==> config.mk <==
export PLATFORM = sky130hd
export DESIGN_NAME = audio_loopback_top
export DESIGN_NICKNAME = d
export VERILOG_FILES = /design/src/common/audio_pkg.sv /design/src/hdl/audio_loopback_top.sv /design/src/i2s/i2s_transmitter.sv /design/src/hdl/level_meter.sv /design/src/hdl/sample_gain.sv /design/src/mic/mic_spi_receiver.sv
export SDC_FILE = /design/constraint.sdc
export NUM_CORES = 1
export LEC_CHECK = 0
export ABC_AREA = 1
export ABC_CLOCK_PERIOD_IN_PS = 3300
export BUFFER_PORTS_ARGS = -buffer_cell sky130_fd_sc_hd__buf_2
export CORE_AREA = 5 5 116 118
export CTS_BUF_LIST = sky130_fd_sc_hd__clkbuf_8 sky130_fd_sc_hd__clkbuf_16
export DETAILED_ROUTE_END_ITERATION = 8
export DIE_AREA = 0 0 121 123
export PLACE_DENSITY = 0.76
export REMOVE_ABC_BUFFERS = 1
export SLEW_MARGIN = 20
export SYNTH_ARGS = -nofsm -noshare
export SYNTH_HDL_FRONTEND = slang
export SYNTH_SLANG_ARGS = --single-unit
==> constraint.sdc <==
create_clock -name clk -period 3.3 [get_ports clk]
set_input_delay 0.66 -clock clk [delete_from_list [all_inputs] [get_ports clk]]
set_output_delay 0.66 -clock clk [all_outputs]
set_load 0.005 [all_outputs]
==> src/common/audio_pkg.sv <==
package audio_pkg;

    //--------------------------------------------------------------------
    // Widths

    localparam int MIC_W    = 12;
    localparam int SAMPLE_W = 16;
    localparam int GAIN_W   = 2;
    localparam int LED_W    = 4;

    typedef logic        [MIC_W    - 1:0] mic_code_t;      // Offset-binary ADC code
    typedef logic signed [SAMPLE_W - 1:0] audio_sample_t;  // Signed PCM
    typedef logic        [GAIN_W   - 1:0] gain_t;          // Switch gain select
    typedef logic        [LED_W    - 1:0] led_bar_t;

    //--------------------------------------------------------------------
    // Rates and constants

    localparam mic_code_t     MIC_OFFSET      = 12'h800;   // Mid-scale code
    localparam int            GAIN_SHIFT_BASE = 2;         // Shift is this plus gain
    localparam audio_sample_t SAMPLE_MAX      = 16'sh7FFF;
    localparam audio_sample_t SAMPLE_MIN      = 16'sh8000;

    localparam int SCK_HALF     = 2;   // clk cycles per sck half period
    localparam int MIC_BITS     = 16;  // 4 leading zeros, then 12 data bits
    localparam int MIC_GAP      = 8;   // cs high between frames
    localparam int BCLK_HALF    = 4;
    localparam int MCLK_HALF    = 1;
    localparam int SLOT_BITS    = 16;  // bclk periods per channel
    localparam int METER_WINDOW = 8;   // Samples per peak window

    // Entry 0 is the lowest LED
    localparam logic [LED_W - 1:0][SAMPLE_W - 1:0] METER_THRESHOLDS =
        {16'h6000, 16'h3000, 16'h1800, 16'h0800};

    typedef logic [$clog2(MIC_GAP)       - 1:0] mic_cnt_t;  // Also covers SCK_HALF
    typedef logic [$clog2(MIC_BITS)      - 1:0] mic_bit_t;
    typedef logic [$clog2(BCLK_HALF)     - 1:0] bclk_cnt_t;
    typedef logic [$clog2(MCLK_HALF + 1) - 1:0] mclk_cnt_t;
    typedef logic [$clog2(2 * SLOT_BITS) - 1:0] slot_cnt_t;  // Both slots of a frame
    typedef logic [$clog2(METER_WINDOW)  - 1:0] meter_cnt_t;

    //--------------------------------------------------------------------
    // Beats between stages

    typedef struct packed {
        logic      valid;
        mic_code_t code;
    } mic_beat_t;

    typedef struct packed {
        logic          valid;
        audio_sample_t sample;
    } sample_beat_t;

    typedef enum logic [1:0] {
        IDLE,
        SHIFT,
        GAP
    } mic_state_t;

endpackage
==> src/hdl/audio_loopback_top.sv <==
`timescale 1ns/1ns

module audio_loopback_top (
    input  logic                clk,
    input  logic                rst_n,

    output logic                cs,
    output logic                sck,
    input  logic                sdo,

    output logic                mclk,
    output logic                bclk,
    output logic                lrclk,
    output logic                sdata,

    input  audio_pkg::gain_t    gain,
    output audio_pkg::led_bar_t led
);

    audio_pkg::mic_beat_t    mic_beat;
    audio_pkg::sample_beat_t sample_beat;

    //--------------------------------------------------------------------

    mic_spi_receiver i_mic_spi_receiver (
        .clk         ( clk         ),
        .rst_n       ( rst_n       ),
        .cs          ( cs          ),
        .sck         ( sck         ),
        .sdo         ( sdo         ),
        .mic_beat    ( mic_beat    )
    );

    sample_gain i_sample_gain (
        .clk         ( clk         ),
        .rst_n       ( rst_n       ),
        .mic_beat    ( mic_beat    ),
        .gain        ( gain        ),
        .sample_beat ( sample_beat )
    );

    //--------------------------------------------------------------------
    // Fork to the codec and the LED bar

    i2s_transmitter i_i2s_transmitter (
        .clk         ( clk         ),
        .rst_n       ( rst_n       ),
        .sample_beat ( sample_beat ),
        .mclk        ( mclk        ),
        .bclk        ( bclk        ),
        .lrclk       ( lrclk       ),
        .sdata       ( sdata       )
    );

    level_meter i_level_meter (
        .clk         ( clk         ),
        .rst_n       ( rst_n       ),
        .sample_beat ( sample_beat ),
        .led         ( led         )
    );

endmodule

==> src/i2s/i2s_transmitter.sv <==
`timescale 1ns/1ns

module i2s_transmitter (
    input  logic                    clk,
    input  logic                    rst_n,
    input  audio_pkg::sample_beat_t sample_beat,
    output logic                    mclk,
    output logic                    bclk,
    output logic                    lrclk,
    output logic                    sdata
);

    audio_pkg::mclk_cnt_t     mclk_cnt;
    audio_pkg::bclk_cnt_t     bclk_cnt;
    audio_pkg::slot_cnt_t     bit_cnt;   // bclk period within the stereo frame
    audio_pkg::slot_cnt_t     bit_next;
    audio_pkg::audio_sample_t latest;    // Newest sample from the gain stage
    audio_pkg::audio_sample_t word;      // Frame word, reused for the right slot
    audio_pkg::audio_sample_t shreg;
    logic                     bclk_fall;

    assign bclk_fall = bclk && (bclk_cnt == audio_pkg::bclk_cnt_t'(audio_pkg::BCLK_HALF - 1));
    assign bit_next  = bit_cnt + 1'b1;

    //--------------------------------------------------------------------
    // Clock dividers

    always_ff @(posedge clk) begin
        if (!rst_n) begin
            mclk_cnt <= '0;
            mclk     <= 1'b0;
        end else if (mclk_cnt == audio_pkg::mclk_cnt_t'(audio_pkg::MCLK_HALF - 1)) begin
            mclk_cnt <= '0;
            mclk     <= ~mclk;
        end else begin
            mclk_cnt <= mclk_cnt + 1'b1;
        end
    end

    always_ff @(posedge clk) begin
        if (!rst_n) begin
            bclk_cnt <= '0;
            bclk     <= 1'b1;
        end else if (bclk_cnt == audio_pkg::bclk_cnt_t'(audio_pkg::BCLK_HALF - 1)) begin
            bclk_cnt <= '0;
            bclk     <= ~bclk;
        end else begin
            bclk_cnt <= bclk_cnt + 1'b1;
        end
    end

    //--------------------------------------------------------------------
    // Sample hold and serialiser

    always_ff @(posedge clk) begin
        if (!rst_n) begin
            latest <= '0;  // Silence until the first sample
        end else if (sample_beat.valid) begin
            latest <= sample_beat.sample;
        end
    end

    always_ff @(posedge clk) begin
        if (!rst_n) begin
            bit_cnt <= '1;  // First falling edge opens a frame
            lrclk   <= 1'b0;
            sdata   <= 1'b0;
            word    <= '0;
            shreg   <= '0;
        end else if (bclk_fall) begin
            bit_cnt <= bit_next;
            lrclk   <= (bit_next >= audio_pkg::slot_cnt_t'(audio_pkg::SLOT_BITS));
            sdata   <= shreg[audio_pkg::SAMPLE_W-1];  // One bclk behind lrclk
            if (bit_next == '0) begin
                word  <= latest;
                shreg <= latest;
            end else if (bit_next == audio_pkg::slot_cnt_t'(audio_pkg::SLOT_BITS)) begin
                shreg <= word;  // Same sample on the right channel
            end else begin
                shreg <= shreg << 1;
            end
        end
    end

    // The codec samples on rising bclk, so data and word select move on the fall
    assert property (@(posedge clk) disable iff (!rst_n)
        ($changed(sdata) || $changed(lrclk)) |-> $fell(bclk));

endmodule

==> src/hdl/level_meter.sv <==
`timescale 1ns/1ns

module level_meter (
    input  logic                    clk,
    input  logic                    rst_n,
    input  audio_pkg::sample_beat_t sample_beat,
    output audio_pkg::led_bar_t     led
);

    audio_pkg::meter_cnt_t           count;      // Samples seen in this window
    logic [audio_pkg::SAMPLE_W-1:0]  peak;
    logic [audio_pkg::SAMPLE_W-1:0]  peak_base;
    logic [audio_pkg::SAMPLE_W-1:0]  mag;
    logic                            done_q;     // Window just closed
    audio_pkg::led_bar_t             therm;

    // Absolute value, most negative code clipped to full scale
    always_comb begin
        mag = sample_beat.sample;
        if (sample_beat.sample[audio_pkg::SAMPLE_W-1]) begin
            if (sample_beat.sample == audio_pkg::SAMPLE_MIN) begin
                mag = audio_pkg::SAMPLE_MAX;
            end else begin
                mag = -sample_beat.sample;
            end
        end
    end

    always_comb begin
        for (int i = 0; i < audio_pkg::LED_W; i++) begin
            therm[i] = (peak >= audio_pkg::METER_THRESHOLDS[i]);
        end
    end

    assign peak_base = done_q ? '0 : peak;  // Clear lands with a new sample

    always_ff @(posedge clk) begin
        if (!rst_n) begin
            count  <= '0;
            peak   <= '0;
            done_q <= 1'b0;
            led    <= '0;
        end else begin
            done_q <= 1'b0;
            if (done_q) begin
                led  <= therm;
                peak <= '0;
            end
            if (sample_beat.valid) begin
                peak <= (mag > peak_base) ? mag : peak_base;
                if (count == audio_pkg::meter_cnt_t'(audio_pkg::METER_WINDOW - 1)) begin
                    count  <= '0;
                    done_q <= 1'b1;
                end else begin
                    count <= count + 1'b1;
                end
            end
        end
    end

    // Holds only while the package thresholds stay in rising order
    assert property (@(posedge clk) disable iff (!rst_n)
        (led & (led + audio_pkg::led_bar_t'(1))) == '0);

endmodule

==> src/hdl/sample_gain.sv <==
`timescale 1ns/1ns

module sample_gain (
    input  logic                    clk,
    input  logic                    rst_n,
    input  audio_pkg::mic_beat_t    mic_beat,
    input  audio_pkg::gain_t        gain,
    output audio_pkg::sample_beat_t sample_beat
);

    audio_pkg::mic_code_t               centred;
    logic [2:0]                         shift;     // 2 to 5
    logic signed [audio_pkg::SAMPLE_W:0] wide;     // Guard bit above the sample
    audio_pkg::audio_sample_t           sat;
    logic                               valid_q;
    audio_pkg::audio_sample_t           sample_q;

    // Offset-binary to two's complement
    assign centred = mic_beat.code - audio_pkg::MIC_OFFSET;
    assign shift   = 3'(gain) + 3'(audio_pkg::GAIN_SHIFT_BASE);

    assign wide = $signed({{(audio_pkg::SAMPLE_W + 1 - audio_pkg::MIC_W){centred[audio_pkg::MIC_W-1]}},
                           centred}) <<< shift;

    // Guard bit disagrees with the sign bit means the shift overflowed
    always_comb begin
        if (wide[audio_pkg::SAMPLE_W] != wide[audio_pkg::SAMPLE_W-1]) begin
            sat = wide[audio_pkg::SAMPLE_W] ? audio_pkg::SAMPLE_MIN : audio_pkg::SAMPLE_MAX;
        end else begin
            sat = wide[audio_pkg::SAMPLE_W-1:0];
        end
    end

    always_ff @(posedge clk) begin
        if (!rst_n) begin
            valid_q <= 1'b0;
        end else begin
            valid_q <= mic_beat.valid;
        end
    end

    always_ff @(posedge clk) begin
        if (mic_beat.valid) begin
            sample_q <= sat;
        end
    end

    assign sample_beat.valid  = valid_q;
    assign sample_beat.sample = sample_q;

    // Exactly one cycle through this stage
    assert property (@(posedge clk) disable iff (!rst_n)
        sample_beat.valid |-> $past(mic_beat.valid));

endmodule

==> src/mic/mic_spi_receiver.sv <==
`timescale 1ns/1ns

module mic_spi_receiver (
    input  logic                 clk,
    input  logic                 rst_n,
    output logic                 cs,
    output logic                 sck,
    input  logic                 sdo,
    output audio_pkg::mic_beat_t mic_beat
);

    audio_pkg::mic_state_t          state;
    audio_pkg::mic_cnt_t            cnt;      // Half period or gap cycles
    audio_pkg::mic_bit_t            bit_cnt;  // sck periods done in the frame
    logic [audio_pkg::MIC_BITS-1:0] shreg;
    logic                           sck_rise;
    logic                           valid_q;
    audio_pkg::mic_code_t           code_q;

    assign sck_rise = (state == audio_pkg::SHIFT) && !sck &&
                      (cnt == audio_pkg::mic_cnt_t'(audio_pkg::SCK_HALF - 1));

    //--------------------------------------------------------------------
    // Frame FSM

    always_ff @(posedge clk) begin
        if (!rst_n) begin
            state   <= audio_pkg::IDLE;
            cs      <= 1'b1;
            sck     <= 1'b1;
            cnt     <= '0;
            bit_cnt <= '0;
            valid_q <= 1'b0;
        end else begin
            valid_q <= 1'b0;
            case (state)
                audio_pkg::IDLE: begin
                    cs    <= 1'b0;  // First frame starts right away
                    state <= audio_pkg::SHIFT;
                end
                audio_pkg::SHIFT: begin
                    if (cnt == audio_pkg::mic_cnt_t'(audio_pkg::SCK_HALF - 1)) begin
                        cnt <= '0;
                        sck <= ~sck;
                        if (sck_rise) begin
                            bit_cnt <= bit_cnt + 1'b1;
                            if (bit_cnt == audio_pkg::mic_bit_t'(audio_pkg::MIC_BITS - 1)) begin
                                cs    <= 1'b1;  // Last rising edge ends the frame
                                state <= audio_pkg::GAP;
                            end
                        end
                    end else begin
                        cnt <= cnt + 1'b1;
                    end
                end
                audio_pkg::GAP: begin
                    valid_q <= (cnt == '0);  // One cycle after cs goes high
                    if (cnt == audio_pkg::mic_cnt_t'(audio_pkg::MIC_GAP - 1)) begin
                        cnt   <= '0;
                        cs    <= 1'b0;
                        state <= audio_pkg::SHIFT;
                    end else begin
                        cnt <= cnt + 1'b1;
                    end
                end
                default: state <= audio_pkg::IDLE;
            endcase
        end
    end

    //--------------------------------------------------------------------
    // Data path

    always_ff @(posedge clk) begin
        if (sck_rise) begin
            shreg <= {shreg[audio_pkg::MIC_BITS-2:0], sdo};  // MSB first
        end
        if (state == audio_pkg::GAP && cnt == '0) begin
            code_q <= shreg[audio_pkg::MIC_W-1:0];  // Leading zeros dropped
        end
    end

    assign mic_beat.valid = valid_q;
    assign mic_beat.code  = code_q;

    // sck idles high between frames, so the ADC never sees a stray edge
    assert property (@(posedge clk) disable iff (!rst_n) cs |-> sck);

endmodule

==> flow_summary.ini <==
[clock_tree]
worstSkewPairLatency_ns = 0.42
clkSlewWorstSetupHoldPaths_ns = 0.06
cts_setup_buffers = 0
ctsHtreeMaxLevel = 4
root_buffer = clkbuf_16
cts_buffer_depth = 2
cts_tree = done
cts.sinks = 137
cts_buffers = 17

[sta]
layout_min_cycle_time_ns = 2.87
layout_setup_ws_ns = 0.430
slew_headroom_pct = 41.9
slew_violations = 0
timing_hold_violations_final = 0
setup_tns_ns = 0
setup_viol = 0
finalCritPeriodShare_pct = 87.0
timing.fmax_ghz = 0.348
fin_worst_skew_ns = 0.00654
tightestPinTransition_ns = 0.870
rsz0062_at_grt = false

[place]
io_buffer_count = 14
gp_congestion = 0.887
dp_slack_ns = 0.322
dpl.hpwl_mm = 8.33

[global_route]
grtUsageMet2_pct = 29.3
busiest_layer = met2
grt_overflow_total = 0
grt_max_degree = 51
grt_use_met1_pct = 24.2
grtUsageTotal_pct = 18.5
grt_pass1_wl_mm = 22.0
gr-usage-met3_pct = 6.13
antenna_found_initial = 0
grt_pass1_vias = 4784

[synthesis]
yosys-top-cells-area = dfxtp_1, edfxtp_1, nand2_1
synth_seq_cells = 137
netlist_area_um2 = 6600
syn-mean-instance-area_um2 = 7.79
ys_seq_area_share_pct = 47.7
yosysTopAreaCell = dfxtp_1
synth_top_area_share_pct = 29.4
yosys.cell_types.count = 38
syn_inst = 847
yosysWarnings = 0

[worst_setup_path]
crit_top_cell = nor2_1
r2r_start = i_sample_gain.sample_q[0]
critical_path_class = flip-flop to flip-flop
r2r_slack_ns = 0.43
reg2reg_depth = 18
crit_path_start_kind = flip-flop
rr_endpoint = i_level_meter.peak[7]
crit_arrival_ns = 3.18
crit_slowest_cell = edfxtp_1
critPathTopFamily = simple AND/OR/NAND/NOR gates
path_cells = inv_1 > ha_1 > nand3_1 > nor2_1 > nand3_2 > inv_1 > nor2_1 > inv_1 > ha_1 > a21oi_1 > nor2_1 > nor2_1 > nand2_1 > nand2_1 > nand2_1 > buf_12 > a21boi_0 > nor2_1
cp-end-kind = flip-flop
cpPeakStageDelay_ns = 0.41
required_ns = 3.61
startpoint = i_sample_gain.sample_q[0]
crit_fanout = 22
worst-path-buf-inv = 4

[layout]
mostFrequentLayoutCell = nand2_1
fin_nets = 888
drive_gt1_share_pct = 7.51
fillers = 1089
antennaDiodeCount = 0
final_cell_mix = nand2_1, dfxtp_1, nor2_1
area_delta_synth_final_pct = 12.8

[die]
io-pin-count = 15
dieHeight_um = 123
fp.dieW_um = 121
coreArea_um2 = 12400
initial_core_util_pct = 53.3
die_area_um2 = 14900
fp-row-count = 41

[routing]
first_iter_violations = 292
detail-route-antenna-nets = 0
viasPerCell = 5.06
drt_wl_total_mm = 12.7
drtPass1Iterations = 6
wire_per_inst_um = 12.3
vias = 5247
drcViolationCount = 0

[power_and_ir_drop]
p_leak_nw = 3.22
power_density_nw_per_um2 = 631
ir_drop_uv = 542
total_power_mw = 4.70

[outcome]
status = complete, no violations

[min_path]
hp-start = sdo
hold_end = i_mic_spi_receiver.shreg[0]
min_delay_path_depth = 1
min_path_type = input pin to flip-flop

[flow_run]
maxCapViolCount = 0
-- cell type report --
| type | instances | area (um2) | share of cell area, % |
|---|---|---|---|
| clock buffers | 17 | 425 | 5.72 |
| clock inverters | 15 | 230 | 3.09 |
| inverters | 71 | 267 | 3.58 |
| multi-input cells | 601 | 3000 | 40.4 |
| flip-flops and latches | 137 | 3140 | 42.2 |
| well taps | 172 | 215 | 2.89 |
| repair buffers | 24 | 158 | 2.12 |
-- routing by layer --
metal | vias up | share of wire [%]
li1 | 2782 | -
met5 | - | 0
met3 | 18 | 4.1
met1 | 2374 | 48
met4 | 0 | 1.4
met2 | 73 | 46
-- how the worst max path moves through the flow --
stage                             end  cells past startpoint  slack, ns
2_1_floorplan  i_level_meter.peak[12]                     14      -0.04
3_3_place_gp    i_level_meter.peak[6]                     18       0.40
3_5_place_dp    i_level_meter.peak[1]                     15       0.32
4_1_cts         i_level_meter.peak[7]                     15       0.30
5_1_grt         i_level_meter.peak[3]                     20       0.04
6_report        i_level_meter.peak[7]                     18       0.43
-- state kept, by name, indices dropped and copies added (netlist names), 5 cells and up --
signal	flops
i_i2s_transmitter.shreg	16
i_mic_spi_receiver.shreg	12
i_level_meter.peak	16
i_i2s_transmitter.latest	16
i_i2s_transmitter.bit_cnt	5
i_i2s_transmitter.word	16
i_sample_gain.sample_q	16
i_mic_spi_receiver.code_q	12
-- kinds of logic after synthesis --
logic type / Yosys count / share of synthesized area, %
AND/OR/NAND/NOR: 399 / 24.7
XOR/XNOR: 5 / 0.892
buffers and inverters: 109 / 6.87
other: 1 / 0.0569
adder cells (fa/ha/maj): 31 / 5.88
flip-flops: 137 / 47.7
AO/OA/AOI/OAI: 163 / 13.7
multiplexers: 2 / 0.304
-- synth_stat cells --
| library cell | number |
|---|---|
| dfxtp_1 | 97 |
| xor2_1 | 2 |
| buf_4 | 2 |
| a21o_1 | 2 |
| nor2_2 | 1 |
| conb_1 | 1 |
| nor3b_1 | 1 |
| nand2_1 | 252 |
| a21boi_1 | 7 |
| mux2i_1 | 2 |
| or2_2 | 2 |
| a21boi_0 | 18 |
| clkinv_1 | 1 |
| buf_2 | 11 |
| a31oi_1 | 1 |
| nand3_1 | 48 |
| o21ai_0 | 58 |
| a21oi_2 | 1 |
| o311ai_0 | 1 |
| a21oi_1 | 71 |
| nor2_1 | 77 |
| nand3b_1 | 4 |
| a211oi_1 | 2 |
| xor2_2 | 2 |
| nand2_4 | 1 |
| nor2_4 | 2 |
| nand4_1 | 4 |
| inv_1 | 68 |
| nor4_1 | 1 |
| buf_1 | 3 |
| ha_1 | 31 |
| o211ai_1 | 2 |
| inv_2 | 2 |
| nor3_1 | 6 |
| clkbuf_1 | 19 |
| buf_6 | 3 |
| edfxtp_1 | 40 |
| xnor2_1 | 1 |
-- where the power goes --
group	internal (mW)	switching, mW	leakage (nW)	total (mW)
combinational	0.226	0.444	1.75	0.670
clock	1.40	0.697	0.315	2.10
sequential	1.85	0.0754	1.15	1.93
total	3.48	1.22	3.22	4.70
-- per-stage QoR --
step	util, %	instances	hold slack, ns	cell area, um2
floorplan	-	809	0.400	6410
global placement	54.9	1005	0.402	6780
detailed placement	54.9	1005	0.407	6780
CTS	60.2	1037	0.393	7440
global route	60.2	1037	0.396	7440
finish	60.2	1037	0.417	7440
-- timing repair --
item	4_1_cts	5_1_grt
setup endpoints to repair	0	13
resized for setup	0	1
hold buffers	0	0
-- worst register-to-register path, delay by kind of cell (launching register included) --
kind / cells / cell delay [ns]
flip-flops: 1 / 0.41
AO/OA/AOI/OAI: 2 / 0.33
buffers and inverters: 4 / 0.55
AND/OR/NAND/NOR: 10 / 1.01
adder cells (fa/ha/maj): 2 / 0.44
(Power assumes the default switching activity.)
